[config.mk]
export PLATFORM = sky130hd
export DESIGN_NAME = lsu_align_flat
export DESIGN_NICKNAME = d
export VERILOG_FILES = /design/src/lsu_pkg.sv /design/src/lsu_mem_if.sv /design/src/lsu_align.sv /design/src/flat_wrapper.sv
export SDC_FILE = /design/constraint.sdc
export NUM_CORES = 1
export LEC_CHECK = 0
export BUFFER_PORTS_ARGS = -buffer_cell sky130_fd_sc_hd__buf_2
export CELL_PAD_IN_SITES_DETAIL_PLACEMENT = 0
export CELL_PAD_IN_SITES_GLOBAL_PLACEMENT = 1
export CORE_ASPECT_RATIO = 0.8
export CORE_UTILIZATION = 18
export DETAILED_ROUTE_END_ITERATION = 10
export PLACE_DENSITY_LB_ADDON = 0.1
export SETUP_SLACK_MARGIN = 0.2
export SYNTH_ARGS = -nofsm -noshare
export SYNTH_HDL_FRONTEND = slang
export SYNTH_SLANG_ARGS = --single-unit
[constraint.sdc]
create_clock -name vclk -period 1
set_input_delay 0.05 -clock vclk [all_inputs]
set_output_delay 0.05 -clock vclk [all_outputs]
set_load 0.05 [all_outputs]
[src/lsu_pkg.sv]
//**************************************************
// Shared widths, access size encoding and address
// layout for the load/store unit and its testbench
//**************************************************

package lsu_pkg;

   //**************************************************
   // Widths
   //**************************************************
   localparam int DATA_W         = 32;  // Data word width
   localparam int BYTES_PER_WORD = 4;   // Byte lanes per word
   localparam int OFFSET_W       = 12;  // Signed immediate offset
   localparam int MAX_INDEX_BITS = 14;  // Word index field of the address
   localparam int REGION_W       = 16;  // Region field, compared against the DCCM region

   // Same low bits as the RISC-V load/store funct3
   typedef enum logic [1:0] {
      SZ_BYTE = 2'b00,
      SZ_HALF = 2'b01,
      SZ_WORD = 2'b10
   } access_size_t;

   //**************************************************
   // Data address word
   //**************************************************
   // Raw view is what the adder produces, field view is what
   // the region check, memory index and lane select look at
   typedef union packed {
      logic [DATA_W-1:0] raw;
      struct packed {
         logic [REGION_W-1:0]       region;      // Bits 31:16
         logic [MAX_INDEX_BITS-1:0] word_index;  // Bits 15:2
         logic [1:0]                byte_off;    // Bits 1:0
      } f;
   } lsu_addr_u;

endpackage : lsu_pkg

[src/lsu_mem_if.sv]
//**************************************************
// Data memory access bundle between the controller,
// the lane alignment logic and the DCCM array
//**************************************************

interface lsu_mem_if import lsu_pkg::*; ();

   logic                      rden;     // Read strobe, access cycle only
   logic                      wren;     // Write strobe, access cycle only
   logic [MAX_INDEX_BITS-1:0] index;    // Word address
   logic [BYTES_PER_WORD-1:0] byte_en;  // Lane write enables
   logic [DATA_W-1:0]         wdata;    // Lane replicated store data
   logic [DATA_W-1:0]         rdata;    // Full word read back

   modport ctl   (output rden, wren);
   modport align (output index, byte_en, wdata, input rdata);
   modport mem   (input rden, wren, index, byte_en, wdata, output rdata);

endinterface : lsu_mem_if

[src/lsu_align.sv]
//**************************************************
// Byte lane steering: store data replication with
// byte enables, load lane extraction with extension
//**************************************************

module lsu_align import lsu_pkg::*; (
   input  lsu_addr_u         addr,
   input  access_size_t      size,
   input  logic              is_unsigned,
   input  logic [DATA_W-1:0] store_data,
   output logic [DATA_W-1:0] load_word,
   lsu_mem_if.align          mem
);

   logic [DATA_W-1:0] rdata_shifted;

   assign mem.index = addr.f.word_index;

   //**************************************************
   // Store path
   //**************************************************
   // Data is copied onto every lane, byte_en picks the live ones
   always_comb begin
      case (size)
         SZ_BYTE: begin
            mem.wdata   = {BYTES_PER_WORD{store_data[7:0]}};
            mem.byte_en = BYTES_PER_WORD'(1) << addr.f.byte_off;
         end
         SZ_HALF: begin
            mem.wdata   = {(DATA_W/16){store_data[15:0]}};
            mem.byte_en = BYTES_PER_WORD'(3) << addr.f.byte_off;  // byte_off is 0 or 2
         end
         default: begin
            mem.wdata   = store_data;
            mem.byte_en = '1;
         end
      endcase
   end

   //**************************************************
   // Load path
   //**************************************************
   assign rdata_shifted = mem.rdata >> {addr.f.byte_off, 3'b000};  // Addressed lane to bit 0

   always_comb begin
      case (size)
         SZ_BYTE: begin
            load_word = {{(DATA_W-8){~is_unsigned & rdata_shifted[7]}},
                         rdata_shifted[7:0]};
         end
         SZ_HALF: begin
            load_word = {{(DATA_W-16){~is_unsigned & rdata_shifted[15]}},
                         rdata_shifted[15:0]};
         end
         default: load_word = rdata_shifted;
      endcase
   end

endmodule : lsu_align

[src/flat_wrapper.sv]
// flat-port wrapper written by rule: the top's interface ports become plain ports
module lsu_align_flat import lsu_pkg::*;
  (addr, size, is_unsigned, store_data, load_word, mem_index, mem_byte_en, mem_wdata, mem_rdata);
  lsu_mem_if mem_i ();
  input  lsu_addr_u addr;
  input  access_size_t size;
  input  logic is_unsigned;
  input  logic [DATA_W-1:0] store_data;
  output logic [DATA_W-1:0] load_word;
  output wire logic [$bits(mem_i.index)-1:0] mem_index;
  output wire logic [$bits(mem_i.byte_en)-1:0] mem_byte_en;
  output wire logic [$bits(mem_i.wdata)-1:0] mem_wdata;
  input wire logic [$bits(mem_i.rdata)-1:0] mem_rdata;
  assign mem_index = mem_i.index;
  assign mem_byte_en = mem_i.byte_en;
  assign mem_wdata = mem_i.wdata;
  assign mem_i.rdata = mem_rdata;
  lsu_align u_core (.addr(addr), .size(size), .is_unsigned(is_unsigned), .store_data(store_data), .load_word(load_word), .mem(mem_i));
endmodule
### Word-level counts from Yosys, hierarchy flattened

Index checks and enable logic that the tools add are counted.

* RAM bits: 0
* input bits: 99
* output and inout bits: 82
* register bits: 0
* memories kept: 0
* memory bits (read-only): 0
* word-level logic and storage cells: 11
* bits in latches: 0

* $lt $le $gt $ge: 0
* divide/modulo/power cells: 0
* add/subtract/negate cells: 0
* reduce and logical (&&, ||, !) cells: 1
* eq/ne operators: 1
* bitwise gates (word level): 3
* muxes and demuxes: 3
* shift-type cells: 3
* multiply operators: 0

Operators with widths (count)
* 32-bit one-hot mux with 2 select lines: 2
* 32-bit by 5-bit >> shifter with 32-bit output: 1
* 4-bit one-hot mux with 2 select lines: 1
* 1-bit by 2-bit << shifter with 4-bit output, first input constant: 1
* 2-bit by 2-bit << shifter with 4-bit output, first input constant: 1
* 1-bit AND: 2
* 2-bit by 1-bit equality test with 1-bit output, second input constant: 1
* 2-bit zero test: 1
* 1-bit inverter: 1

### Depth between registers and ports, before layout

* depth in word-level cells: 3
* gate-level depth with buffers: 5
* gate-level depth less buffers: 3

### Worst setup path after synthesis

OpenSTA, ideal clock, no wires.

* path type: input -> output
* start point: input port addr[0] in the netlist's numbering
* end point: output port load_word[24]
* required time: 0.950 ns
* buffers on the path: 1
* cell stages on the path: 4
* data arrival time: 1.677 ns
* slack: -0.727 ns
* cell sequence: nor2b_1 > buf_6 > a22o_4 > o21ai_0

* cells in the longest elaborated chain, start to end: 3
* elaborated cells on any way between the ends: 4
* those cells by class: shift: 1; mux: 1; bitwise: 2

RTL lines
* start: declaration: RTL line flat_wrapper.sv:5 `input lsu_addr_u addr;`
* 32-bit by 5-bit >> shifter with 32-bit output (*): RTL line lsu_align.sv:43 `assign rdata_shifted = mem.rdata >> {addr.f.byte_off, 3'b000};`
* 1-bit AND (on tied branches): RTL line lsu_align.sv:52, lsu_align.sv:48
* 32-bit one-hot mux with 2 select lines (*): RTL line lsu_align.sv:46 `case (size)`
* end: declaration: RTL line flat_wrapper.sv:9 `output logic [DATA_W-1:0] load_word;`

Every way passes the cells marked *; elsewhere a longest branch is shown, timed or not.

### Final worst setup path

* start point: input port addr[0] in the netlist's numbering
* end point: output port load_word[10]

* cells in the longest elaborated chain, start to end: 3

RTL lines
* 32-bit by 5-bit >> shifter with 32-bit output (*): RTL line lsu_align.sv:43
* 1-bit AND: RTL line lsu_align.sv:48 `load_word = {{(DATA_W-8){~is_unsigned & rdata_shifted[7]}},`
* 32-bit one-hot mux with 2 select lines (*): RTL line lsu_align.sv:46

Marked as above.

==> results.md <==
* Run status: finished, violations left
* Failing checks: setup timing
* Drc violations at 0
* Initial core utilization at 18.9%
* Worst VDD drop at 0.000318 V
* Inserted Diodes at 0
* Post-Synth XOR/XNOR Area at 0%
* WHS at 0.100 ns
* Port buffer count at 137
* Crit path launch type: primary input
* Gate Count Post-Synth at 189
* Layout cells sized above 1 at 88.1%
* Gr usage total at 16.7%
* Synth Area in Compound Gates at 29.0%
* Cell Area, Synth at 1420 µm²
* DRT Wirelength at 7230 µm
* Core area at 7530 µm²
* Vias in the first global route at 2098
* FF/Latch Area at 0 µm²
* Slowest-stage cell, CP: o221a_4
* Worst-Margin Slew at 0.279 ns
* Post-synth cell types at 27
* First-pass iteration count of the detailed router at 3
* Die area at 8270 µm²
* Most frequent cells in the layout: buf_2, buf_6, buf_4
* DR iter-0 viols at 42
* Final Core Density at 56.9%
* Detailed Place HPWL at 5150 µm
* Mean Syn Cell Area at 7.53 µm²
* Wire length per cell at 15.3 µm
* Final worst slack at -0.259 ns
* Setup crit end kind: output pin
* Area share of the largest cell type after synthesis at 19.7%
* Clock buffers at 0
* Max-slew violation count at 0
* Mapped Nets at 288
* Seq_cells at 0
* Largest stage delay on the critical path at 0.37 ns
* Crit-path leading delay family: compound AO/OA/AOI/OAI gates
* Hold Fails Final Rpt at 0
* Vias per cell at 4.43
* CP required at 0.95 ns
* Synth area leaders: mux2i_1, buf_4, mux2_2
* Largest net degree at the start of global routing at 12
* Worst hold path type: primary input to output pin
* Yosys warnings at 0
* Routed Antenna Nets at 0
* Total of max-cap violations at 0
* CP cell instances: buf_8, buf_6, or2_1, o221a_4, a21oi_4, buf_6
* Height of the chip at 81.6 µm
* Simple-Gate Fraction of Synth Area at 16.9%
* Slew headroom at 80.9%
* Setup_tns at -5.65 ns
* Largest family of logic cells by synthesized area: multiplexers
* PwrDens at 733 nW/µm²
* First-pass GRT wire length at 10900 µm
* Critical path type: primary input to output pin
* Row cnt at 28
* Vias after detailed routing at 2099
* GR Overflow Total at 0
* Post-synthesis mux area share at 33.4%
* CP Max Fanout at 8
* Unrepaired setup endpoints after global routing: true
* Synth Area in Adders at 0%
* Nets at 470
* Post-synthesis sequential area ratio at 0%
* Fin crit share at 126%
* Width of the chip at 101 µm
* Ports at 181
* DP Worst Slack at -0.402 ns
* Fin crit period at 1.26 ns
* Total power at 3.14 mW
* Critical Path AT at 1.21 ns
* CP bufs+invs at 3
* Area Growth Syn to Fin at 201%
* Worst path most repeated cell: buf_6
* Commonest non-fill, non-tap cell in the layout: buf_2
* Initial antenna violation count at 0
* Final setup vio count at 37
* Leakage at 1.89 nW
* Area leader, netlist: mux2i_1
* GPL Wtd Cong at 0.750
* Fmax at 794 MHz
==> logic make-up (layout without fill, tap and decap cells) <==
family | Yosys count | in the layout
buffers and inverters | 39 | 219
multiplexers | 45 | 45
AND/OR/NAND/NOR | 45 | 45
AO/OA/AOI/OAI | 60 | 60
==> worst paths after layout <==
kind,startpoint,endpoint,cells after the start,slack (ns)
worst min-delay path,addr[8],mem_index[6],0,0.10
worst max-delay path,addr[0],load_word[10],6,-0.26
==> synthesized netlist by cell type (all sizes together) <==
cell type  number
or2            10
mux2           17
nand2          17
o21bai          1
a21oi          23
mux2i          28
o221ai          1
o221a           1
o21ai          17
nor2            3
nand2b          4
clkbuf          2
nor2b          10
o22ai           8
a211oi          7
buf            37
a211o           1
nor3b           1
a22o            1
==> what timing repair did <==
action / 4_1_cts / 5_1_grt
endpoints found under the hold margin: 0 / 0
buffers inserted: 17 / 7
hold buffers: 0 / 0
pin swaps: 14 / 16
gates resized for setup: 234 / 30
cloned: 6 / 1
setup endpoints to repair: 60 / 60
==> final cells by class <==
class | count | area (µm²)
Multi-Input combinational cell | 150 | 1960
Tap cell | 105 | 131
Timing Repair Buffer | 219 | 2200
Fill cell | 612 | 3240
==> report_power, final <==
part           internal [mW]  switching, mW  total, mW
clock                      0              0          0
sequential                 0              0          0
combinational           1.45           1.70       3.14
==> per-stage QoR <==
stage / area (µm²) / instances
3_3_place_gp: 2930 / 443
2_1_floorplan: 2050 / 189
3_5_place_dp: 2930 / 443
4_1_cts: 4100 / 466
5_1_grt: 4290 / 474
6_report: 4290 / 474
==> layer usage <==
metal	GRT usage [%]	wire length (µm)	up-vias
li1	-	-	1022
met1	21.9	3280	1001
met2	31.4	3640	74
met3	1.28	309	2
met4	0.725	5	0
met5	0	0	-
(Power assumes the default switching activity.)
