===== config.mk =====
export PLATFORM = sky130hd
export DESIGN_NAME = lsu_addr_gen
export DESIGN_NICKNAME = d
export VERILOG_FILES = /design/src/lsu_pkg.sv /design/src/lsu_addr_gen.sv
export SDC_FILE = /design/constraint.sdc
export NUM_CORES = 1
export LEC_CHECK = 0
export BUFFER_PORTS_ARGS = -buffer_cell sky130_fd_sc_hd__buf_2
export CORE_ASPECT_RATIO = 0.75
export CORE_MARGIN = 5
export CORE_UTILIZATION = 50
export DETAILED_ROUTE_END_ITERATION = 12
export GPL_TIMING_DRIVEN = 0
export PLACE_DENSITY = 0.85
export SLEW_MARGIN = 20
export SYNTH_ARGS = -nofsm -noshare
export SYNTH_HDL_FRONTEND = slang
export SYNTH_SLANG_ARGS = --single-unit

===== constraint.sdc =====
create_clock -name vclk -period 6.71
set_input_delay 1.342 -clock vclk [all_inputs]
set_output_delay 1.342 -clock vclk [all_outputs]
set_load 0.1 [all_outputs]

===== src/lsu_pkg.sv =====
//**************************************************
// Shared widths, access size encoding and address
// layout for the load/store unit and its testbench
//**************************************************

package lsu_pkg;

   //**************************************************
   // Widths
   //**************************************************
   localparam int DATA_W         = 32;  // Data word width
   localparam int BYTES_PER_WORD = 4;   // Byte lanes per word
   localparam int OFFSET_W       = 12;  // Signed immediate offset
   localparam int MAX_INDEX_BITS = 14;  // Word index field of the address
   localparam int REGION_W       = 16;  // Region field, compared against the DCCM region

   // Same low bits as the RISC-V load/store funct3
   typedef enum logic [1:0] {
      SZ_BYTE = 2'b00,
      SZ_HALF = 2'b01,
      SZ_WORD = 2'b10
   } access_size_t;

   //**************************************************
   // Data address word
   //**************************************************
   // Raw view is what the adder produces, field view is what
   // the region check, memory index and lane select look at
   typedef union packed {
      logic [DATA_W-1:0] raw;
      struct packed {
         logic [REGION_W-1:0]       region;      // Bits 31:16
         logic [MAX_INDEX_BITS-1:0] word_index;  // Bits 15:2
         logic [1:0]                byte_off;    // Bits 1:0
      } f;
   } lsu_addr_u;

endpackage : lsu_pkg


===== src/lsu_addr_gen.sv =====
//**************************************************
// Effective address adder with DCCM region and
// alignment checks, purely combinational
//**************************************************

module lsu_addr_gen import lsu_pkg::*; #(
   parameter logic [REGION_W-1:0] DCCM_REGION     = 16'hF004,
   parameter int                  DCCM_INDEX_BITS = 8
) (
   input  logic [DATA_W-1:0]   rs1,
   input  logic [OFFSET_W-1:0] offset,
   input  access_size_t        size,
   output lsu_addr_u           addr,
   output logic                fault
);

   // Index bits beyond the implemented array, all zero for a full 14 bit DCCM
   localparam logic [MAX_INDEX_BITS-1:0] INDEX_HIGH_MASK =
      ~MAX_INDEX_BITS'((1 << DCCM_INDEX_BITS) - 1);

   logic misaligned;
   logic region_miss;
   logic index_miss;

   assign addr.raw = rs1 + {{(DATA_W-OFFSET_W){offset[OFFSET_W-1]}}, offset};

   always_comb begin
      case (size)
         SZ_HALF: misaligned = addr.f.byte_off[0];
         SZ_WORD: misaligned = |addr.f.byte_off;
         default: misaligned = 1'b0;  // Bytes are always aligned
      endcase
   end

   assign region_miss = (addr.f.region != DCCM_REGION);
   assign index_miss  = |(addr.f.word_index & INDEX_HIGH_MASK);

   assign fault = misaligned | region_miss | index_miss;

endmodule : lsu_addr_gen


## Word-level counts from Yosys, hierarchy flattened

Index checks and enable logic that the tools add are counted.

| word-level totals | value |
|---|---|
| input port bits | 46 |
| output and inout bits | 33 |
| word-level logic and storage cells | 9 |
| register bits after elaboration | 0 |

| operators by class | value |
|---|---|
| mux-type cells | 1 |
| reduce and logical (&&, ||, !) cells | 2 |
| $add $sub $neg | 1 |
| bitwise gates (word level) | 2 |
| equality and inequality tests | 3 |

Operators with widths:

| kind | count |
|---|---|
| $add A32 B32 Y32 | 1 |
| $ne A16 B16 Y1 const B | 1 |
| $reduce_or A6 Y1 | 1 |
| $eq A2 B1 Y1 const B | 1 |
| $eq A2 B2 Y1 const B | 1 |
| $or A1 B1 Y1 | 2 |
| $pmux W1 S2 | 1 |
| $reduce_or A2 Y1 | 1 |

## Longest topological paths before layout

Gate-level depths: netlist of run 1.

| depth | value |
|---|---|
| depth in word-level cells | 5 |
| gate-level depth with buffers | 11 |

## Worst setup path before layout of run 1

Ideal clock, no wire load.

| timing | value |
|---|---|
| path kind | input -> output |
| from | input port offset[1] |
| to | output port fault |
| setup slack | -2.084 ns |
| path buffers | 0 |
| required time | 5.368 ns |
| stages | 10 |
| arrival | 7.452 ns |
| path through | ha_1 a211o_1 a211o_1 a211oi_1 o21ai_0 a221oi_1 o31a_1 nor2_1 a211oi_1 nand4_1 |

RTL lines:

| item | RTL line | source |
|---|---|---|
| start: declaration | lsu_addr_gen.sv:11 | `input logic [OFFSET_W-1:0] offset,` |
| end: declaration | lsu_addr_gen.sv:14 | `output logic fault` |

## Worst setup path in the final report of run 1

| timing | value |
|---|---|
| from | input port offset[11] |
| to | output port fault |

| on the way | value |
|---|---|
| cells in the longest elaborated chain, start to end | 4 |
| elaborated cells between the ends (all ways) | 5 |
| those cells by class | add/sub (1); eq/ne (1); bitwise (2); reduce/logical (1) |

RTL lines:

| item | RTL line | source |
|---|---|---|
| $add A32 B32 Y32 (*) | lsu_addr_gen.sv:25 | `assign addr.raw = rs1 + {{(DATA_W-OFFSET_W){offset[OFFSET_W-1]}}, offset};` |
| $ne A16 B16 Y1 | lsu_addr_gen.sv:35 | `assign region_miss = (addr.f.region != DCCM_REGION);` |
| $or A1 B1 Y1 | lsu_addr_gen.sv:38 | `assign fault = misaligned \| region_miss \| index_miss;` |
| $or A1 B1 Y1 (*) | lsu_addr_gen.sv:38 |  |

Every way passes the cells marked *; elsewhere a longest branch is shown, timed or not.

==> results.json, run 1 <==
{
  "row_count": 18,
  "cp_common_cell": "sky130_fd_sc_hd__buf_2",
  "wl_per_cell_microns": 13.94,
  "first_global_vias": 1906,
  "cp-start-kind": "input port",
  "drtIter0Drc": 74,
  "core_region_area_sq_um": 3288,
  "final-setup-viol-count": 0,
  "postCtsSetupBuffers": 0,
  "synth_top_area_frac": 0.2430,
  "viasPerCell": 5.747,
  "postCtsResizedCells": 0,
  "largest_net_degree_at_the_start_of_global_routing": 22,
  "worst_hold_class": "in -> out",
  "layout_worst_path_cycle_share": 0.9577,
  "yosys_warnings": 0,
  "gate_count_post_synth": 233,
  "global_route.usage.total": 0.2041,
  "fin_cells": 352,
  "placement.cell_area_sq_um": 2414,
  "period_needed_ns": 6.426,
  "drv_slew": 0,
  "cpMaxStageDelayCell": "sky130_fd_sc_hd__or4b_1",
  "fp.dieH_microns": 60.49,
  "critical_path.top_delay_family": "simple AND/OR/NAND/NOR gates",
  "critical_path.cell_chain": "buf_2, ha_1, clkbuf_1, a21oi_2, nor2_1, a2111oi_4, a31oi_4, xor2_4, or4_1, or4b_1, nor4b_2, nand4_1, buf_2",
  "hpwlAfterDp_mm": 4.302,
  "insertedDiodeCount": 0,
  "initial_antenna_violation_count": 0,
  "crit_buf_inv": 3,
  "power.density_nw_per_um2": 247.1,
  "setup_slack_ns": 0.2841,
  "netlist-cell-type-count": 48,
  "crit_path_end_kind": "primary output",
  "max-slew-margin-rel": 0.5464,
  "fp.dieArea_sq_um": 4676,
  "drtPass1Iterations": 4,
  "setup_total_negative_slack_ns": 0,
  "areaGrowthSynthToFinish_pct": 42.05,
  "nets_finish": 394,
  "routed-via-count": 2023,
  "synth.net_count": 313,
  "detail_route.drc_violations": 0,
  "max_freq_ghz": 0.1556,
  "initial_cell_density_of_the_core": 0.5167,
  "gp_congestion": 0.8763,
  "total_power_uw": 596.5,
  "timing.hold.ws_ns": 3.269,
  "drive_gt1_frac": 0.3654,
  "grt_first_pass_wirelength_mm": 8.238,
  "critPathMaxFanout": 21,
  "synth.most_common_cell": "sky130_fd_sc_hd__ha_1",
  "crit_required_ns": 5.37,
  "synth_area_per_cell_sq_um": 7.292,
  "worstPathArrival_ns": 5.08,
  "io_buffer_count": 79,
  "timing_worst_slew_pin_value_ns": 0.6718,
  "slowest_delay_ns": 0.52,
  "postCtsHoldBufs": 0,
  "rsz_0062_raised_after_global_routing": "no",
  "synth_largest_area_cell": "sky130_fd_sc_hd__ha_1",
  "place_worst_setup_slack_ns": 0.2512,
  "final_area_sq_um": 2414,
  "clock_buffer_count": 0,
  "floorplan.io_pins": 79,
  "wl_mm": 4.908,
  "worstSetupPathType": "in -> out",
  "grt_overflow_total": 0,
  "seqCellArea_sq_um": 0,
  "synth.area.top_cells": "sky130_fd_sc_hd__ha_1 24%, sky130_fd_sc_hd__xnor2_1 8.8%, sky130_fd_sc_hd__a21oi_1 7.4%",
  "multi_input_comb_area_sq_um": 1922,
  "dp.cells": 352,
  "p_leak_nw": 1.153,
  "ant_nets": 0,
  "peakVddDrop_mv": 0.1566,
  "nFlopsAndLatches": 0,
  "dieWidth_microns": 77.31,
  "outcome": "finished clean",
  "report.final.hold_viol_count": 0,
  "num-fill-cells": 274,
  "yosysSeqAreaShare": 0,
  "drv.max_cap_violation_count": 0,
  "mappedNetlistArea_sq_um": 1699,
  "utilization": 0.7340,
  "synthTopCellsByCount": "33 x sky130_fd_sc_hd__ha_1, 26 x sky130_fd_sc_hd__nand2_1, 25 x sky130_fd_sc_hd__a21oi_1, 17 x sky130_fd_sc_hd__o21ai_0, 17 x sky130_fd_sc_hd__xnor2_1"
}
-- cells by family (layout without fill, tap and decap cells) --
family / Yosys count / in the layout / synth area share
AO/OA/AOI/OAI: 85 / 85 / 0.3491
XOR/XNOR: 29 / 29 / 0.1495
adder cells (fa/ha/maj): 34 / 34 / 0.2548
buffers and inverters: 12 / 91 / 0.02724
AND/OR/NAND/NOR: 73 / 73 / 0.2194
-- cell type report --
type	count	share of cell area
multi-input combinational	221	0.7963
timing repair buffer	79	0.1638
tap	40	0.02074
buffer	6	0.009850
inverter	6	0.009331
-- metal layers --
metal / vias to the layer above / global-route usage / part of all wire
met5: - / 0 / 0
met4: 0 / 0.004902 / 0.0016
li1: 1057 / - / -
met3: 2 / 0.01187 / 0.052
met2: 58 / 0.3849 / 0.48
met1: 906 / 0.2761 / 0.46
-- tightest hold or removal path: stages --
cell	delay [ns]
sky130_fd_sc_hd__buf_2	0.10
sky130_fd_sc_hd__ha_4	0.20
sky130_fd_sc_hd__buf_2	0.28
-- where the power goes --
part           switching [mW]  internal (mW)
clock network               0              0
logic                   0.461          0.135
registers                   0              0
total                   0.461          0.135
-- placed cells by master, fill, tap and decap left out, drive strengths merged, types with 3 or more instances in the layout --
cell type  instances
a31oi              5
nor2              13
nor3               4
and3               4
a21oi             26
o21bai             3
a211oi             6
o211ai             3
xnor2             17
xor2              12
nand4              4
ha                33
or4                3
clkbuf             5
buf               80
nand3              9
o21ai             17
inv                6
nand2             26
a21o               7
-- final timing paths --
kind	start	depth (start not counted)	slack [ns]	end
setup / recovery	offset[11]	13	0.28	fault
hold / removal	rs1[0]	3	3.27	addr[0]
Note: power is estimated with default switching activity, not from simulation.
==> run 2, diff against run 1 <==
--- a/config.mk
+++ b/config.mk
@@ -12,6 +12,7 @@
 export DETAILED_ROUTE_END_ITERATION = 12
 export GPL_TIMING_DRIVEN = 0
 export PLACE_DENSITY = 0.85
+export REMOVE_ABC_BUFFERS = 1
 export SLEW_MARGIN = 20
 export SYNTH_ARGS = -nofsm -noshare
 export SYNTH_HDL_FRONTEND = slang
==> constraint.sdc (replaced) <==
create_clock -name vclk -period 6.5
set_input_delay 1.3 -clock vclk [all_inputs]
set_output_delay 1.3 -clock vclk [all_outputs]
set_load 0.1 [all_outputs]
==> run 2 against run 1 <==
  * Core utilization is 8.8 points lower
  * Die area is the same
  * Global-route usage fell by 0.80 points
  * Critical path type unchanged
  * Highest routed layer is now met3
==> results.json, run 2 (synthesis gave the netlist of run 1 again) <==
{
  "fp.dieArea_sq_um": 4676,
  "timing_worst_slew_pin_value_ns": 0.6521,
  "period_needed_ns": 6.291,
  "setup_total_negative_slack_ns": 0,
  "grt_overflow_total": 0,
  "largest_net_degree_at_the_start_of_global_routing": 22,
  "hold_worst_path_end": "addr[0]",
  "dieWidth_microns": 77.31,
  "critical_path.cell_chain": "buf_2, ha_1, fa_1, a21o_1, a221o_1, a31oi_2, a31oi_2, xor2_1, or4_1, or4b_1, nor4b_2, nand4_1, buf_2",
  "final-setup-viol-count": 0,
  "initial_cell_density_of_the_core": 0.5167,
  "hpwlAfterDp_mm": 4.296,
  "initial_antenna_violation_count": 0,
  "fp.dieH_microns": 60.49,
  "drive_gt1_frac": 0.2908,
  "routed-via-count": 2081,
  "critPathMaxFanout": 4,
  "rsz_0062_raised_after_global_routing": "no",
  "drtPass1Iterations": 5,
  "drv.max_cap_violation_count": 0,
  "layout_worst_path_cycle_share": 0.9678,
  "layout.cells.most_common": "sky130_fd_sc_hd__buf_2",
  "worstHoldPathCells": 3,
  "crit_required_ns": 5.20,
  "nets_finish": 388,
  "max-slew-margin-rel": 0.5652,
  "ant_nets": 0,
  "slowest_delay_ns": 0.53,
  "crit_path_end_kind": "primary output",
  "cp-start-kind": "input port",
  "max_freq_ghz": 0.1590,
  "wl_per_cell_microns": 14.53,
  "nFlopsAndLatches": 0,
  "worstSetupPathType": "in -> out",
  "global_route.usage.total": 0.1962,
  "timing.hold.ws_ns": 3.203,
  "most-common-layout-cells": "78 x sky130_fd_sc_hd__buf_2, 33 x sky130_fd_sc_hd__ha_1, 26 x sky130_fd_sc_hd__nand2_1, 25 x sky130_fd_sc_hd__a21oi_1",
  "outcome": "finished clean",
  "io_buffer_count": 79,
  "drtIter0Drc": 197,
  "peakVddDrop_mv": 0.2009,
  "row_count": 18,
  "viasPerCell": 6.014,
  "hp-start": "rs1[0]",
  "power.density_nw_per_um2": 271.8,
  "grt_first_pass_wirelength_mm": 7.872,
  "areaGrowthSynthToFinish_pct": 24.96,
  "core_region_area_sq_um": 3288,
  "first_global_vias": 1775,
  "worst_hold_class": "in -> out",
  "wl_mm": 5.027,
  "cpMaxStageDelayCell": "sky130_fd_sc_hd__or4_1",
  "report.final.hold_viol_count": 0,
  "floorplan.io_pins": 79,
  "seqCellArea_sq_um": 0,
  "p_leak_nw": 1.047,
  "critical_path.top_delay_family": "simple AND/OR/NAND/NOR gates",
  "total_power_uw": 577.2,
  "drv_slew": 0,
  "detail_route.drc_violations": 0,
  "clock_buffer_count": 0,
  "crit_buf_inv": 2,
  "insertedDiodeCount": 0,
  "utilization": 0.6457,
  "gp_congestion": 0.8771,
  "worstPathArrival_ns": 4.99
}
## run 2: cell types whose count changed in the layout (fill, tap and decap cells not counted), sizes merged
| cell | before | now |
|---|---|---|
| buf | 80 | 78 |
| clkbuf | 5 | 1 |
## run 2: tightest hold or removal path, cell delays in order
cell                    delay, ns
sky130_fd_sc_hd__buf_2       0.08
sky130_fd_sc_hd__ha_1        0.23
sky130_fd_sc_hd__buf_2       0.29
## run 2: layer usage
metal,vias to the layer above,part of all wire,track usage
met5,-,0,0
met4,0,0,0.002451
met2,84,0.45,0.3333
met3,0,0.084,0.008902
li1,1047,-,-
met1,950,0.46,0.2941
## run 2: area by class of cell
cell class,count,area [sq um]
well taps,40,50.05
inverters,6,22.52
multi-input cells,221,1653
fillers,320,1165
repair buffers,79,397.9
## run 2: worst max-delay path by stage
stage / from / end / slack [ns] / cells after the start
2_1_floorplan: offset[1] / fault / -2.21 / 10
5_1_grt: offset[0] / fault / 0.04 / 13
6_report: offset[0] / fault / 0.21 / 13
3_5_place_dp: offset[11] / fault / 0.23 / 12
3_3_place_gp: offset[0] / fault / 0.23 / 13
4_1_cts: offset[11] / fault / 0.23 / 12
## run 2: report_power, final
part	internal, mW	switching [mW]	total, mW
combinational	0.116	0.461	0.577
clock	0	0	0
sequential	0	0	0
## run 2: what timing repair did
action / in CTS / in global routing
setup endpoints to repair: 0 / 1
resized for setup: 0 / 1
hold endpoints to repair: 0 / 0
buffers inserted: 0 / 0
hold buffers: 0 / 0
## run 2: through the flow
stage / setup slack (ns) / instance area, sq um / cells
final: 0.2091 / 2123 / 346
after global routing: 0.03642 / 2123 / 346
after global placement: 0.2307 / 2121 / 346
after CTS: 0.2301 / 2121 / 346
after detailed placement: 0.2318 / 2121 / 346
after floorplan: -2.210 / 1675 / 227
