==> src/lsu_pkg.sv <==
//**************************************************
// Shared widths, access size encoding and address
// layout for the load/store unit and its testbench
//**************************************************

package lsu_pkg;

   //**************************************************
   // Widths
   //**************************************************
   localparam int DATA_W         = 32;  // Data word width
   localparam int BYTES_PER_WORD = 4;   // Byte lanes per word
   localparam int OFFSET_W       = 12;  // Signed immediate offset
   localparam int MAX_INDEX_BITS = 14;  // Word index field of the address
   localparam int REGION_W       = 16;  // Region field, compared against the DCCM region

   // Same low bits as the RISC-V load/store funct3
   typedef enum logic [1:0] {
      SZ_BYTE = 2'b00,
      SZ_HALF = 2'b01,
      SZ_WORD = 2'b10
   } access_size_t;

   //**************************************************
   // Data address word
   //**************************************************
   // Raw view is what the adder produces, field view is what
   // the region check, memory index and lane select look at
   typedef union packed {
      logic [DATA_W-1:0] raw;
      struct packed {
         logic [REGION_W-1:0]       region;      // Bits 31:16
         logic [MAX_INDEX_BITS-1:0] word_index;  // Bits 15:2
         logic [1:0]                byte_off;    // Bits 1:0
      } f;
   } lsu_addr_u;

endpackage : lsu_pkg

==> src/lsu_mem_if.sv <==
//**************************************************
// Data memory access bundle between the controller,
// the lane alignment logic and the DCCM array
//**************************************************

interface lsu_mem_if import lsu_pkg::*; ();

   logic                      rden;     // Read strobe, access cycle only
   logic                      wren;     // Write strobe, access cycle only
   logic [MAX_INDEX_BITS-1:0] index;    // Word address
   logic [BYTES_PER_WORD-1:0] byte_en;  // Lane write enables
   logic [DATA_W-1:0]         wdata;    // Lane replicated store data
   logic [DATA_W-1:0]         rdata;    // Full word read back

   modport ctl   (output rden, wren);
   modport align (output index, byte_en, wdata, input rdata);
   modport mem   (input rden, wren, index, byte_en, wdata, output rdata);

endinterface : lsu_mem_if

==> src/lsu_ctl.sv <==
//**************************************************
// Request sequencer: four-phase handshake, request
// capture and the single memory access cycle
//**************************************************

module lsu_ctl import lsu_pkg::*; (
   input  logic              clk,
   input  logic              rst_n,
   input  logic              req,
   input  logic              is_store,
   input  access_size_t      size,
   input  logic              is_unsigned,
   input  logic [DATA_W-1:0] store_data,
   input  lsu_addr_u         addr,          // From the address adder
   input  logic              fault,
   input  logic [DATA_W-1:0] load_word,     // Extracted and extended read data
   output logic              ack,
   output logic              error,
   output logic [DATA_W-1:0] load_data,
   output lsu_addr_u         addr_q,
   output access_size_t      size_q,
   output logic              is_unsigned_q,
   output logic [DATA_W-1:0] store_data_q,
   lsu_mem_if.ctl            mem
);

   localparam logic [1:0] S_IDLE   = 2'd0;
   localparam logic [1:0] S_ACCESS = 2'd1;
   localparam logic [1:0] S_DONE   = 2'd2;

   logic [1:0] state;
   logic       is_store_q;
   logic       fault_q;
   logic       capture;

   assign capture = (state == S_IDLE) && req;

   //**************************************************
   // Handshake FSM
   //**************************************************
   always_ff @(posedge clk or negedge rst_n) begin
      if (!rst_n) begin
         state     <= S_IDLE;
         ack       <= 1'b0;
         error     <= 1'b0;
         load_data <= '0;
      end else begin
         case (state)
            S_IDLE: begin
               if (req) state <= S_ACCESS;
            end
            S_ACCESS: begin
               state <= S_DONE;
               ack   <= 1'b1;
               error <= fault_q;
               if (!is_store_q && !fault_q) load_data <= load_word;
            end
            S_DONE: begin
               // Requester holding req just parks here
               if (!req) begin
                  state <= S_IDLE;
                  ack   <= 1'b0;
               end
            end
            default: state <= S_IDLE;
         endcase
      end
   end

   // Request fields, held for the whole transaction
   always_ff @(posedge clk) begin
      if (capture) begin
         addr_q        <= addr;
         fault_q       <= fault;
         is_store_q    <= is_store;
         size_q        <= size;
         is_unsigned_q <= is_unsigned;
         store_data_q  <= store_data;
      end
   end

   // A faulting request spends its access cycle with both strobes low
   assign mem.rden = (state == S_ACCESS) && !fault_q && !is_store_q;
   assign mem.wren = (state == S_ACCESS) && !fault_q && is_store_q;

endmodule : lsu_ctl

==> src/flat_wrapper.sv <==
// flat-port wrapper written by rule: the top's interface ports become plain ports
module lsu_ctl_flat import lsu_pkg::*;
  (clk, rst_n, req, is_store, size, is_unsigned, store_data, addr, fault, load_word, ack, error, load_data, addr_q, size_q, is_unsigned_q, store_data_q, mem_rden, mem_wren);
  lsu_mem_if mem_i ();
  input  logic clk;
  input  logic rst_n;
  input  logic req;
  input  logic is_store;
  input  access_size_t size;
  input  logic is_unsigned;
  input  logic [DATA_W-1:0] store_data;
  input  lsu_addr_u addr;
  input  logic fault;
  input  logic [DATA_W-1:0] load_word;
  output logic ack;
  output logic error;
  output logic [DATA_W-1:0] load_data;
  output lsu_addr_u addr_q;
  output access_size_t size_q;
  output logic is_unsigned_q;
  output logic [DATA_W-1:0] store_data_q;
  output wire logic [$bits(mem_i.rden)-1:0] mem_rden;
  output wire logic [$bits(mem_i.wren)-1:0] mem_wren;
  assign mem_rden = mem_i.rden;
  assign mem_wren = mem_i.wren;
  lsu_ctl u_core (.clk(clk), .rst_n(rst_n), .req(req), .is_store(is_store), .size(size), .is_unsigned(is_unsigned), .store_data(store_data), .addr(addr), .fault(fault), .load_word(load_word), .ack(ack), .error(error), .load_data(load_data), .addr_q(addr_q), .size_q(size_q), .is_unsigned_q(is_unsigned_q), .store_data_q(store_data_q), .mem(mem_i));
endmodule
==> config.mk <==
export PLATFORM = sky130hd
export DESIGN_NAME = lsu_ctl_flat
export DESIGN_NICKNAME = d
export VERILOG_FILES = /design/src/lsu_pkg.sv /design/src/lsu_mem_if.sv /design/src/lsu_ctl.sv /design/src/flat_wrapper.sv
export SDC_FILE = /design/constraint.sdc
export NUM_CORES = 1
export LEC_CHECK = 0
export BUFFER_PORTS_ARGS = -buffer_cell sky130_fd_sc_hd__buf_2
export CORE_AREA = 5 5 118 76
export DETAILED_ROUTE_END_ITERATION = 12
export DIE_AREA = 0 0 123 81
export PLACE_DENSITY_LB_ADDON = 0.15
export SKIP_CTS_REPAIR_TIMING = 1
export SLEW_MARGIN = 20
export SYNTH_ARGS = -nofsm -noshare
export SYNTH_HDL_FRONTEND = slang
export SYNTH_SLANG_ARGS = --single-unit
==> constraint.sdc <==
create_clock -name clk -period 9.6 [get_ports clk]
set_input_delay 0.48 -clock clk [delete_from_list [all_inputs] [get_ports clk]]
set_output_delay 0.48 -clock clk [all_outputs]
set_load 0.05 [all_outputs]
# Word level (Yosys, flattened, before mapping)
# Cells that the tools add are included.
dict set report word_totals {
  elab_cells 31
  output_inout_bits 103
  regBits 105
  input_bits 104
}
dict set report classes {
  mux 5
  n_eq_ne 4
  reduce_logical 12
}
# cell count
set op_table {}
lappend op_table {{2-bit case mux with 3 select lines} 1}
lappend op_table {{2-bit AND reduction} 3}
lappend op_table {{1-bit logical AND} 5}
lappend op_table {{2-bit two-way mux} 2}
lappend op_table {{2-bit inequality test (second input constant)} 2}
lappend op_table {{2-bit by 1-bit equality test with 1-bit output (second input constant)} 1}
lappend op_table {{2-bit equality test (second input constant)} 1}
lappend op_table {{1-bit logical NOT} 2}
lappend op_table {{2-bit logical NOT} 1}
lappend op_table {{1-bit case mux with 2 select lines} 1}
lappend op_table {{2-bit nonzero test} 1}
lappend op_table {{1-bit two-way mux} 1}

# Longest topological paths before layout
# Gate-level depths: netlist of run 1.
dict set report depth {
  word_depth 3
  ltp_mapped 3
  mapped_depth_nobuf 2
}

# Worst setup path after synthesis of run 1
# Ideal clock, no wire load.
dict set report synth_path {
  path_type {register to register}
  startpoint {register u_core.state[1]}
  endpoint {register u_core.addr_q[0] in the netlist's numbering (enable)}
  arrival_time_ns 5.525
  n_path_buf 0
  synth_period_minus_slack_ns 6.120
  required_time_ns 9.005
  setup_slack_ns 3.480
  stages_incl_launch_ff 2
  setup_time_ns 0.595
  path_cell_list {dfrtp_1 -> nor3b_1}
}
dict set report synth_between {
  elab_chain_len 2
}
# element line
set synth_rtl {}
lappend synth_rtl {{from (decl)} lsu_ctl.sv:31} ;# logic [1:0] state;
lappend synth_rtl {{from (signal assigned)} lsu_ctl.sv:43} ;# state <= S_IDLE;
lappend synth_rtl {{from (signal assigned)} lsu_ctl.sv:50} ;# if (req) state <= S_ACCESS;
lappend synth_rtl {{from (signal assigned)} lsu_ctl.sv:53} ;# state <= S_DONE;
lappend synth_rtl {{2-bit logical NOT} lsu_ctl.sv:36} ;# assign capture = (state == S_IDLE) && req;
lappend synth_rtl {{1-bit logical AND} lsu_ctl.sv:36}
lappend synth_rtl {{via u_core.capture} lsu_ctl.sv:34} ;# logic capture;
lappend synth_rtl {{to (signal assigned)} lsu_ctl.sv:73} ;# addr_q <= addr;
lappend synth_rtl {{to (decl)} lsu_ctl.sv:20} ;# output lsu_addr_u addr_q,
# The timed path passes the listed nets, and every way through them passes these cells.
# A chain may end at the register's enable or synchronous reset.

# Worst setup path after layout of run 1
dict set report layout_path {
  startpoint {register u_core.state[1]}
  endpoint {output port mem_rden}
}
dict set report layout_between {
  elab_chain_len 3
}
# element line
set layout_rtl {}
lappend layout_rtl {{2-bit by 1-bit equality test with 1-bit output} lsu_ctl.sv:83} ;# assign mem.rden = (state == S_ACCESS) && !fault_q && !is_store_q;
lappend layout_rtl {{1-bit logical AND (2 in series)} lsu_ctl.sv:83}
lappend layout_rtl {{to (decl)} flat_wrapper.sv:22} ;# output wire logic [$bits(mem_i.rden)-1:0] mem_rden;
# Every way passes these cells.

==> impl_metrics.tcl, run 1 <==
set metrics [dict create \
    status "completed" \
    die_y_um 81 \
    reg2reg_from "u_core.state[1]" \
    synth.most_common_cell "edfxtp_1" \
    ys_seq_elements 105 \
    synthXorXnorAreaFrac_pct 0 \
    postSynth.asyncResetShare_pct 34.3 \
    vias 2094 \
    ff2ff_setup_slack_ns 7.84 \
    dieArea_um2 9960 \
    clk_pin_slew_ns 0.07 \
    ir_drop_mv 0.173 \
    critPathMaxFanout 33 \
    routedWlPerCell_um 16.1 \
    routed_wl_mm 7.71 \
    grt_first_pass_wirelength_mm 11.6 \
    synth_compound_area_share_pct 0.290 \
    seq_area_frac_synth_pct 86.0 \
    cts_max_level 3 \
    maxSlewViolCount 0 \
    synth_top_family_by_area "multiplexers" \
    grt_antenna_before_repair 0 \
    ios 207 \
    r2r_end "u_core.store_data_q[3]" \
    slew_headroom_pct 44.0 \
    drt_first_pass_iters 2 \
    synth_commonest_cells "edfxtp_1 (69), dfrtp_1 (36), mux2_2 (32)" \
    synthMuxAreaShare_pct 10.8 \
    cts_buffer_depth 2 \
    cap_violations 0 \
    synthAdderAreaFrac_pct 0 \
    setup_viol 0 \
    synth_top_area_cell "edfxtp_1" \
    drtIter0Drc 91 \
    crit_arrival_ns 1.87 \
    setup_tns_ns 0 \
    min_period_ns 2.35 \
    overflow 0 \
    tightest_slew_ns 0.841 \
    clock_latency_ns 0.34 \
    viasPerCell 4.36 \
    synth.avg_cell_area_um2 22.9 \
    grt_max_degree 70 \
    power_mw 1.75 \
    synth_area_leaders "edfxtp_1 (60%), dfrtp_1 (26%), mux2_2 (10%)" \
    drc_errors 0 \
    synth_edf_count 69 \
    cts-root-buf "clkbuf_16" \
    gp_congestion 0.748 \
    ys_types 13 \
    start_util_pct 45.1 \
    yosys.area_share.simple_pct 1.96 \
    grt_use_total_pct 15.7 \
    power_leakage_nw 2.20 \
    hpwl_mm 5.95 \
    finalHoldViolations 0 \
    cp-start-kind "register" \
    synthToLayoutAreaGrowth_pct 41.3 \
    row_count 25 \
    rsz0062_at_grt "false" \
    cts_buffers 9 \
    clock_sink_count 105 \
    period_share_pct 24.4 \
    portBuffers 206 \
    die_x_um 123 \
    crit_type "reg2out" \
    antenna_left 0 \
    min_path_type "in2async" \
    cts_tree "built" \
    synth_ff_type "edfxtp_1" \
    max_clock_freq_mhz 426 \
    coreArea_um2 7660 \
    synth_nets 255 \
    netlist_area_um2 3460 \
    synth_top_area_share_pct 60.0 \
    syn_inst 151 \
    cp.required_ns 9.12 \
    skew_ns 0.00705 \
    power_density_nw_per_um2 359 \
    drive_gt1_share_pct 68.5 \
    antenna_cells 0 \
    nets 471 \
    grt_pass1_vias 2224 \
    yosys_warnings 0 \
    worst_setup_path_end_kind "output port" \
    reg2regPathDepth 2 \
]
==> power by group <==
part / internal [mW] / total, mW / switching, mW
registers: 0.636 / 0.689 / 0.0528
clock network: 0.190 / 0.334 / 0.145
logic: 0.164 / 0.731 / 0.567
total: 0.990 / 1.75 / 0.764
==> registers in the layout, indices dropped and copies added (netlist names) <==
| name | cells |
|---|---|
| u_core.load_data | 32 |
| u_core.is_unsigned_q | 1 |
| u_core.fault_q | 1 |
| u_core.error | 1 |
| u_core.size_q | 2 |
| u_core.state | 2 |
| u_core.store_data_q | 32 |
| u_core.is_store_q | 1 |
| u_core.addr_q | 32 |
| u_core.ack | 1 |
==> logic make-up (layout without fill, tap and decap cells) <==
logic type | count (synthesis) | in the layout
simple gates | 8 | 8
compound gates | 2 | 2
flops | 105 | 105
buf+inv | 3 | 224
mux | 33 | 33
==> metrics by stage <==
stage | area, µm² | hold slack [ns] | setup slack (ns) | cells | util (%)
floorplan | 3460 | 0.184 | 3.48 | 151 | -
global placement | 4610 | 0.465 | 7.63 | 464 | 60.1
detailed placement | 4610 | 0.484 | 7.60 | 464 | 60.1
CTS | 4880 | 0.245 | 7.23 | 480 | 63.7
global route | 4880 | 0.276 | 7.13 | 480 | 63.7
finish | 4880 | 0.216 | 7.25 | 480 | 63.7
==> cells in the final DEF (no fill, tap or decap) <==
| cell type | n |
|---|---|
| edfxtp_1 | 69 |
| nand3b_1 | 1 |
| clkinvlp_4 | 1 |
| dfrtp_1 | 36 |
| buf_2 | 206 |
| nand2_1 | 1 |
| a21oi_1 | 1 |
| mux2_2 | 32 |
| nor4b_4 | 1 |
| buf_4 | 2 |
| o21ai_0 | 1 |
| clkbuf_8 | 2 |
| clkbuf_1 | 3 |
| mux2_1 | 1 |
| clkbuf_16 | 9 |
| nand2b_1 | 1 |
| nor2_1 | 1 |
| nor3b_2 | 1 |
| clkinv_2 | 1 |
| nor3b_1 | 2 |
==> worst max-delay path, stage by stage, from the launching register on <==
cell and delay [ns]:
dfrtp_1 0.46, nor4b_4 0.29, buf_4 0.40, buf_2 0.35
==> how the worst max path moves through the flow <==
stage | from | end | slack, ns | cells after the start
finish | u_core.state[1] | mem_rden | 7.25 | 3
global route | u_core.state[1] | mem_rden | 7.13 | 3
CTS | u_core.state[1] | mem_rden | 7.23 | 3
detailed placement | u_core.state[1] | mem_rden | 7.60 | 3
global placement | u_core.state[1] | mem_rden | 7.63 | 3
floorplan | u_core.state[1] | u_core.addr_q[0] | 3.48 | 1
==> layout make-up <==
class | count | area (µm²)
well taps | 108 | 135
flip-flops and latches | 105 | 2970
clock buffers | 14 | 264
repair buffers | 208 | 1050
fillers | 577 | 2780
clock inverters | 2 | 12.5
multi-input cells | 43 | 454
==> routing by layer <==
metal	vias to the layer above	global-route usage (%)	part of all wire [%]
li1	1000	-	-
met2	110	27.0	50
met4	0	6.30	1.5
met1	972	16.7	36
met5	-	0	0
met3	12	7.65	13
(Power assumes the default switching activity.)
==> run 2: changes to the inputs <==
--- a/config.mk
+++ b/config.mk
@@ -6,9 +6,9 @@
 export NUM_CORES = 1
 export LEC_CHECK = 0
 export BUFFER_PORTS_ARGS = -buffer_cell sky130_fd_sc_hd__buf_2
-export CORE_AREA = 5 5 118 76
+export CORE_AREA = 5 5 128 81
 export DETAILED_ROUTE_END_ITERATION = 12
-export DIE_AREA = 0 0 123 81
+export DIE_AREA = 0 0 133 86
 export PLACE_DENSITY_LB_ADDON = 0.15
 export SKIP_CTS_REPAIR_TIMING = 1
 export SLEW_MARGIN = 20
==> constraint.sdc (replaced) <==
create_clock -name clk -period 2 [get_ports clk]
set_input_delay 0.1 -clock clk [delete_from_list [all_inputs] [get_ports clk]]
set_output_delay 0.1 -clock clk [all_outputs]
set_load 0.05 [all_outputs]
==> impl_metrics.tcl, run 2 (synthesis gave the netlist of run 1 again) <==
set metrics [dict create \
    power_density_nw_per_um2 1490 \
    tightest_slew_ns 0.809 \
    cp-start-kind "register" \
    grt_max_degree 37 \
    p_int_mw 5.16 \
    maxSlewViolCount 0 \
    crit_arrival_ns 1.72 \
    worst_hold_slack_ns 0.00536 \
    layout.cells.non_filler 593 \
    finalHoldViolations 0 \
    overflow 0 \
    max_clock_freq_mhz 550 \
    crit_type "reg2out" \
    clk_pin_slew_ns 0.07 \
    row_count 27 \
    clock_sink_count 105 \
    rsz0062_at_grt "false" \
    slew_headroom_pct 46.1 \
    p_seq_share_pct 37.0 \
    coreArea_um2 9020 \
    drc_errors 0 \
    wl_met2_mm 5.18 \
    period_share_pct 90.9 \
    cts_buffer_depth 2 \
    cap_violations 0 \
    dieArea_um2 11400 \
    drive_gt1_share_pct 55.6 \
    portBuffers 206 \
    netSwitchingFraction_pct 42.6 \
    grt_use_total_pct 14.6 \
    cts_buffers 9 \
    cts_max_level 3 \
    start_util_pct 38.3 \
    die_x_um 133 \
    critPathMaxFanout 33 \
    min_period_ns 1.82 \
    routedWlPerCell_um 16.4 \
    vias 2540 \
    drt_first_pass_iters 4 \
    grt_pass1_vias 2275 \
    nets 576 \
    wl_met1_mm 3.65 \
    layout_common_cells "buf_2 (206), dlygate4sd3_1 (100), edfxtp_1 (69)" \
    setup_viol 0 \
    ios 207 \
    clkPwrFrac_pct 20.5 \
    worst_setup_path_end_kind "output port" \
    top_layer "met4" \
    min_path_type "in2reg" \
    power_leakage_nw 2.68 \
    antenna_left 0 \
    viasPerCell 4.28 \
    skew_ns 0.00481 \
    grt_antenna_before_repair 0 \
    clock_latency_ns 0.34 \
    gp_congestion 0.765 \
    p_switching_mw 3.83 \
    mostFrequentLayoutCell "buf_2" \
    die_y_um 86 \
    cp.required_ns 1.90 \
    reg.largest.list "u_core.addr_q (32), u_core.load_data (32), u_core.store_data_q (32)" \
    pwr-share-comb_pct 42.4 \
    place_inst 477 \
    ir_drop_mv 0.914 \
    cts_tree "built" \
    routed_wl_mm 9.72 \
    drtIter0Drc 84 \
    status "completed" \
    wl_met3_um 666 \
    antenna_cells 0 \
    grt_first_pass_wirelength_mm 12.6 \
    synthToLayoutAreaGrowth_pct 74.7 \
    hpwl_mm 6.51 \
    cts-root-buf "clkbuf_16" \
]
## run 2: cell count changes in the layout (fill, tap and decap cells not counted), moves of 2 or more
cell           previous run  this run
bufinv_16                 0         2
dlygate4sd3_1             0       100
clkinv_4                  0         2
dfrtp_2                   0         2
buf_12                    0         4
clkbuf_1                  3         0
dfrtp_1                  36        34
clkbuf_8                  2         0
## run 2: per-layer routing
metal	GRT usage, %	up-vias
met5	0	-
met4	6.13	0
met3	6.80	18
met2	24.0	108
met1	16.7	1198
li1	-	1216
## run 2: critical path, stage by stage, from the launching register on
cell and delay (ns):
dfrtp_2 0.46, nor4b_4 0.35, buf_12 0.25, buf_2 0.30
## run 2: power groups by stage
stage               logic, mW  registers, mW  clock network (mW)
floorplan               0.564           5.48                   0
global placement         3.65           3.35                   0
detailed placement       3.68           3.37                   0
CTS                      3.68           3.33                1.90
global route             3.97           3.40                2.00
finish                   3.82           3.33                1.85
## run 2: layout make-up
class	instances	area [µm²]
multi-input cells	43	460
flip-flops and latches	105	2980
fillers	635	2980
clock buffers	9	225
repair buffers	313	2130
well taps	116	145
clock inverters	7	95.1
## run 2: final timing paths
kind / start / endpoint / slack [ns] / cells past startpoint
worst max-delay path: u_core.state[1] / mem_rden / 0.18 / 3
worst min-delay path: load_word[2] / u_core.load_data[2] / 0.005 / 2
worst max register to register: u_core.state[1] / u_core.load_data[0] / 0.44 / 3
worst min register to register: u_core.load_data[4] / u_core.load_data[4] / 0.48 / 1
max in group asynchronous: rst_n / u_core.state[0] / 1.05 / 2
min in group asynchronous: rst_n / u_core.load_data[9] / 0.39 / 2
## run 2: through the flow
step	cell area, µm²	power (mW)	setup WS (ns)	setup TNS (ns)	utilization [%]
floorplan	3470	6.05	-0.678	-46.76	-
global placement	4710	7.00	0.478	0	52.3
detailed placement	4710	7.05	0.439	0	52.3
CTS	5030	8.91	0.157	0	55.8
global route	6040	9.38	0.124	0	66.9
finish	6040	8.99	0.182	0	66.9
==> run 3: changes to the inputs <==
--- a/config.mk
+++ b/config.mk
@@ -9,7 +9,7 @@
 export CORE_AREA = 5 5 128 81
 export DETAILED_ROUTE_END_ITERATION = 12
 export DIE_AREA = 0 0 133 86
-export PLACE_DENSITY_LB_ADDON = 0.15
+export PLACE_DENSITY = 0.75
 export SKIP_CTS_REPAIR_TIMING = 1
 export SLEW_MARGIN = 20
 export SYNTH_ARGS = -nofsm -noshare
==> impl_metrics.tcl, run 3 (synthesis gave the netlist of run 1 again) <==
set metrics [dict create \
    cap_violations 0 \
    cp.required_ns 1.90 \
    grt_first_pass_wirelength_mm 12.3 \
    slew_headroom_pct 47.1 \
    grt_max_degree 70 \
    max_clock_freq_mhz 548 \
    power_leakage_nw 2.62 \
    pwr-share-comb_pct 42.2 \
    cts_buffers 9 \
    rsz0062_at_grt "false" \
    worst_setup_path_end_kind "output port" \
    min_path_type "in2reg" \
    maxSlewViolCount 0 \
    hold_depth 2 \
    hpwl_mm 6.16 \
    drive_gt1_share_pct 55.3 \
    ir_drop_mv 1.01 \
    crit_type "reg2out" \
    fill_cells 667 \
    cts-root-buf "clkbuf_16" \
    setup_viol 0 \
    drt_first_pass_iters 4 \
    worst_hold_slack_ns 0.00551 \
    cts_tree "built" \
    cts_max_level 3 \
    skew_ns 0.00651 \
    min_period_ns 1.83 \
    mostFrequentLayoutCell "buf_2" \
    start_util_pct 38.3 \
    dp_slack_ns 0.432 \
    holdPathEnd "u_core.load_data[17]" \
    dieArea_um2 11400 \
    drtIter0Drc 68 \
    routed_wl_mm 9.66 \
    slowest_stage "dfrtp_2" \
    overflow 0 \
    critPathMaxStageDelay_ns 0.47 \
    min-delay-start "load_word[17]" \
    antenna_left 0 \
    netSwitchingFraction_pct 43.5 \
    setup_ws_ns 0.175 \
    clk_pin_slew_ns 0.07 \
    portBuffers 206 \
    routedWlPerCell_um 16.5 \
    viasPerCell 4.35 \
    layout_common_cells "buf_2 (206), dlygate4sd3_1 (96), edfxtp_1 (69)" \
    ff2ff_setup_slack_ns 0.43 \
    finalHoldViolations 0 \
    p_seq_share_pct 37.9 \
    r2r_end "u_core.load_data[29]" \
    ios 207 \
    period_share_pct 91.3 \
    reg2regPathDepth 3 \
    clock_latency_ns 0.34 \
    clkPwrFrac_pct 19.9 \
    crit_family "buffers and inverters" \
    p_int_mw 4.98 \
    antenna_cells 0 \
    critical_path_buf_inv_count 2 \
    nets 567 \
    clock_sink_count 105 \
    grt_antenna_before_repair 0 \
    power_density_nw_per_um2 1490 \
    die_x_um 133 \
    grt_pass1_vias 2314 \
    tightest_slew_ns 0.793 \
    regArea_um2 2980 \
    gp_congestion 0.755 \
    crit_arrival_ns 1.73 \
    reg2reg_from "u_core.state[1]" \
    path_cells "nor4b_4 -> buf_12 -> buf_2" \
    cp-start-kind "register" \
    p_switching_mw 3.83 \
    row_count 27 \
    die_y_um 86 \
    synthToLayoutAreaGrowth_pct 71.2 \
    critPathMaxFanout 33 \
    vias 2543 \
    status "completed" \
    coreArea_um2 9020 \
    drc_errors 0 \
    multi_input_area_um2 460 \
    reg.largest.list "u_core.addr_q (32), u_core.load_data (32), u_core.store_data_q (32)" \
    cts_buffer_depth 2 \
    grt_use_total_pct 13.9 \
]
-- run 3: cell types whose count changed in the layout (fill, tap and decap cells not counted) --
cell,delta
dlygate4sd3_1,-4
buf_4,-3
buf_12,-2
clkinv_2,-2
bufinv_16,-1
clkbuf_1,+1
inv_6,+1
inv_8,+1
-- run 3: final cells by class --
type / count / area share, %
Sequential cell: 105 / 50.3
Clock buffer: 10 / 3.87
Clock inverter: 6 / 1.27
Multi-Input combinational cell: 43 / 7.78
Tap cell: 116 / 2.45
Timing Repair Buffer: 304 / 34.3
-- run 3: power groups by stage --
stage | Combinational, mW | Sequential, mW | Clock, mW
finish | 3.72 | 3.34 | 1.76
global route | 3.86 | 3.42 | 1.91
CTS | 3.59 | 3.33 | 1.82
detailed placement | 3.59 | 3.37 | 0
global placement | 3.54 | 3.34 | 0
floorplan | 0.564 | 5.48 | 0
-- run 3: how the worst max path moves through the flow --
stage / startpoint / end / slack (ns) / cells past startpoint
3_3_place_gp: u_core.state[1] / u_core.load_data[27] / 0.50 / 3
5_1_grt: u_core.state[1] / mem_rden / 0.1 / 3
2_1_floorplan: u_core.state[0] / u_core.addr_q[0] / -0.68 / 1
3_5_place_dp: u_core.state[1] / u_core.load_data[22] / 0.43 / 3
6_report: u_core.state[1] / mem_rden / 0.17 / 3
4_1_cts: u_core.state[1] / mem_rden / 0.14 / 3
-- run 3: routing by layer --
layer | vias up | share of wire [%] | global-route usage [%]
met5 | - | 0 | 0
met2 | 103 | 55 | 23.6
li1 | 1200 | - | -
met3 | 4 | 7.5 | 5.98
met4 | 0 | 0.62 | 4.06
met1 | 1236 | 37 | 16.1
-- run 3: stage by stage --
| step | area (µm²) | total power, mW | setup TNS [ns] | util [%] | instances |
|---|---|---|---|---|---|
| 2_1_floorplan | 3470 | 6.05 | -46.76 | - | 151 |
| 3_3_place_gp | 4650 | 6.88 | 0 | 51.6 | 472 |
| 3_5_place_dp | 4650 | 6.96 | 0 | 51.6 | 472 |
| 4_1_cts | 4960 | 8.73 | 0 | 54.9 | 488 |
| 5_1_grt | 5920 | 9.18 | 0 | 65.6 | 584 |
| 6_report | 5920 | 8.81 | 0 | 65.6 | 584 |
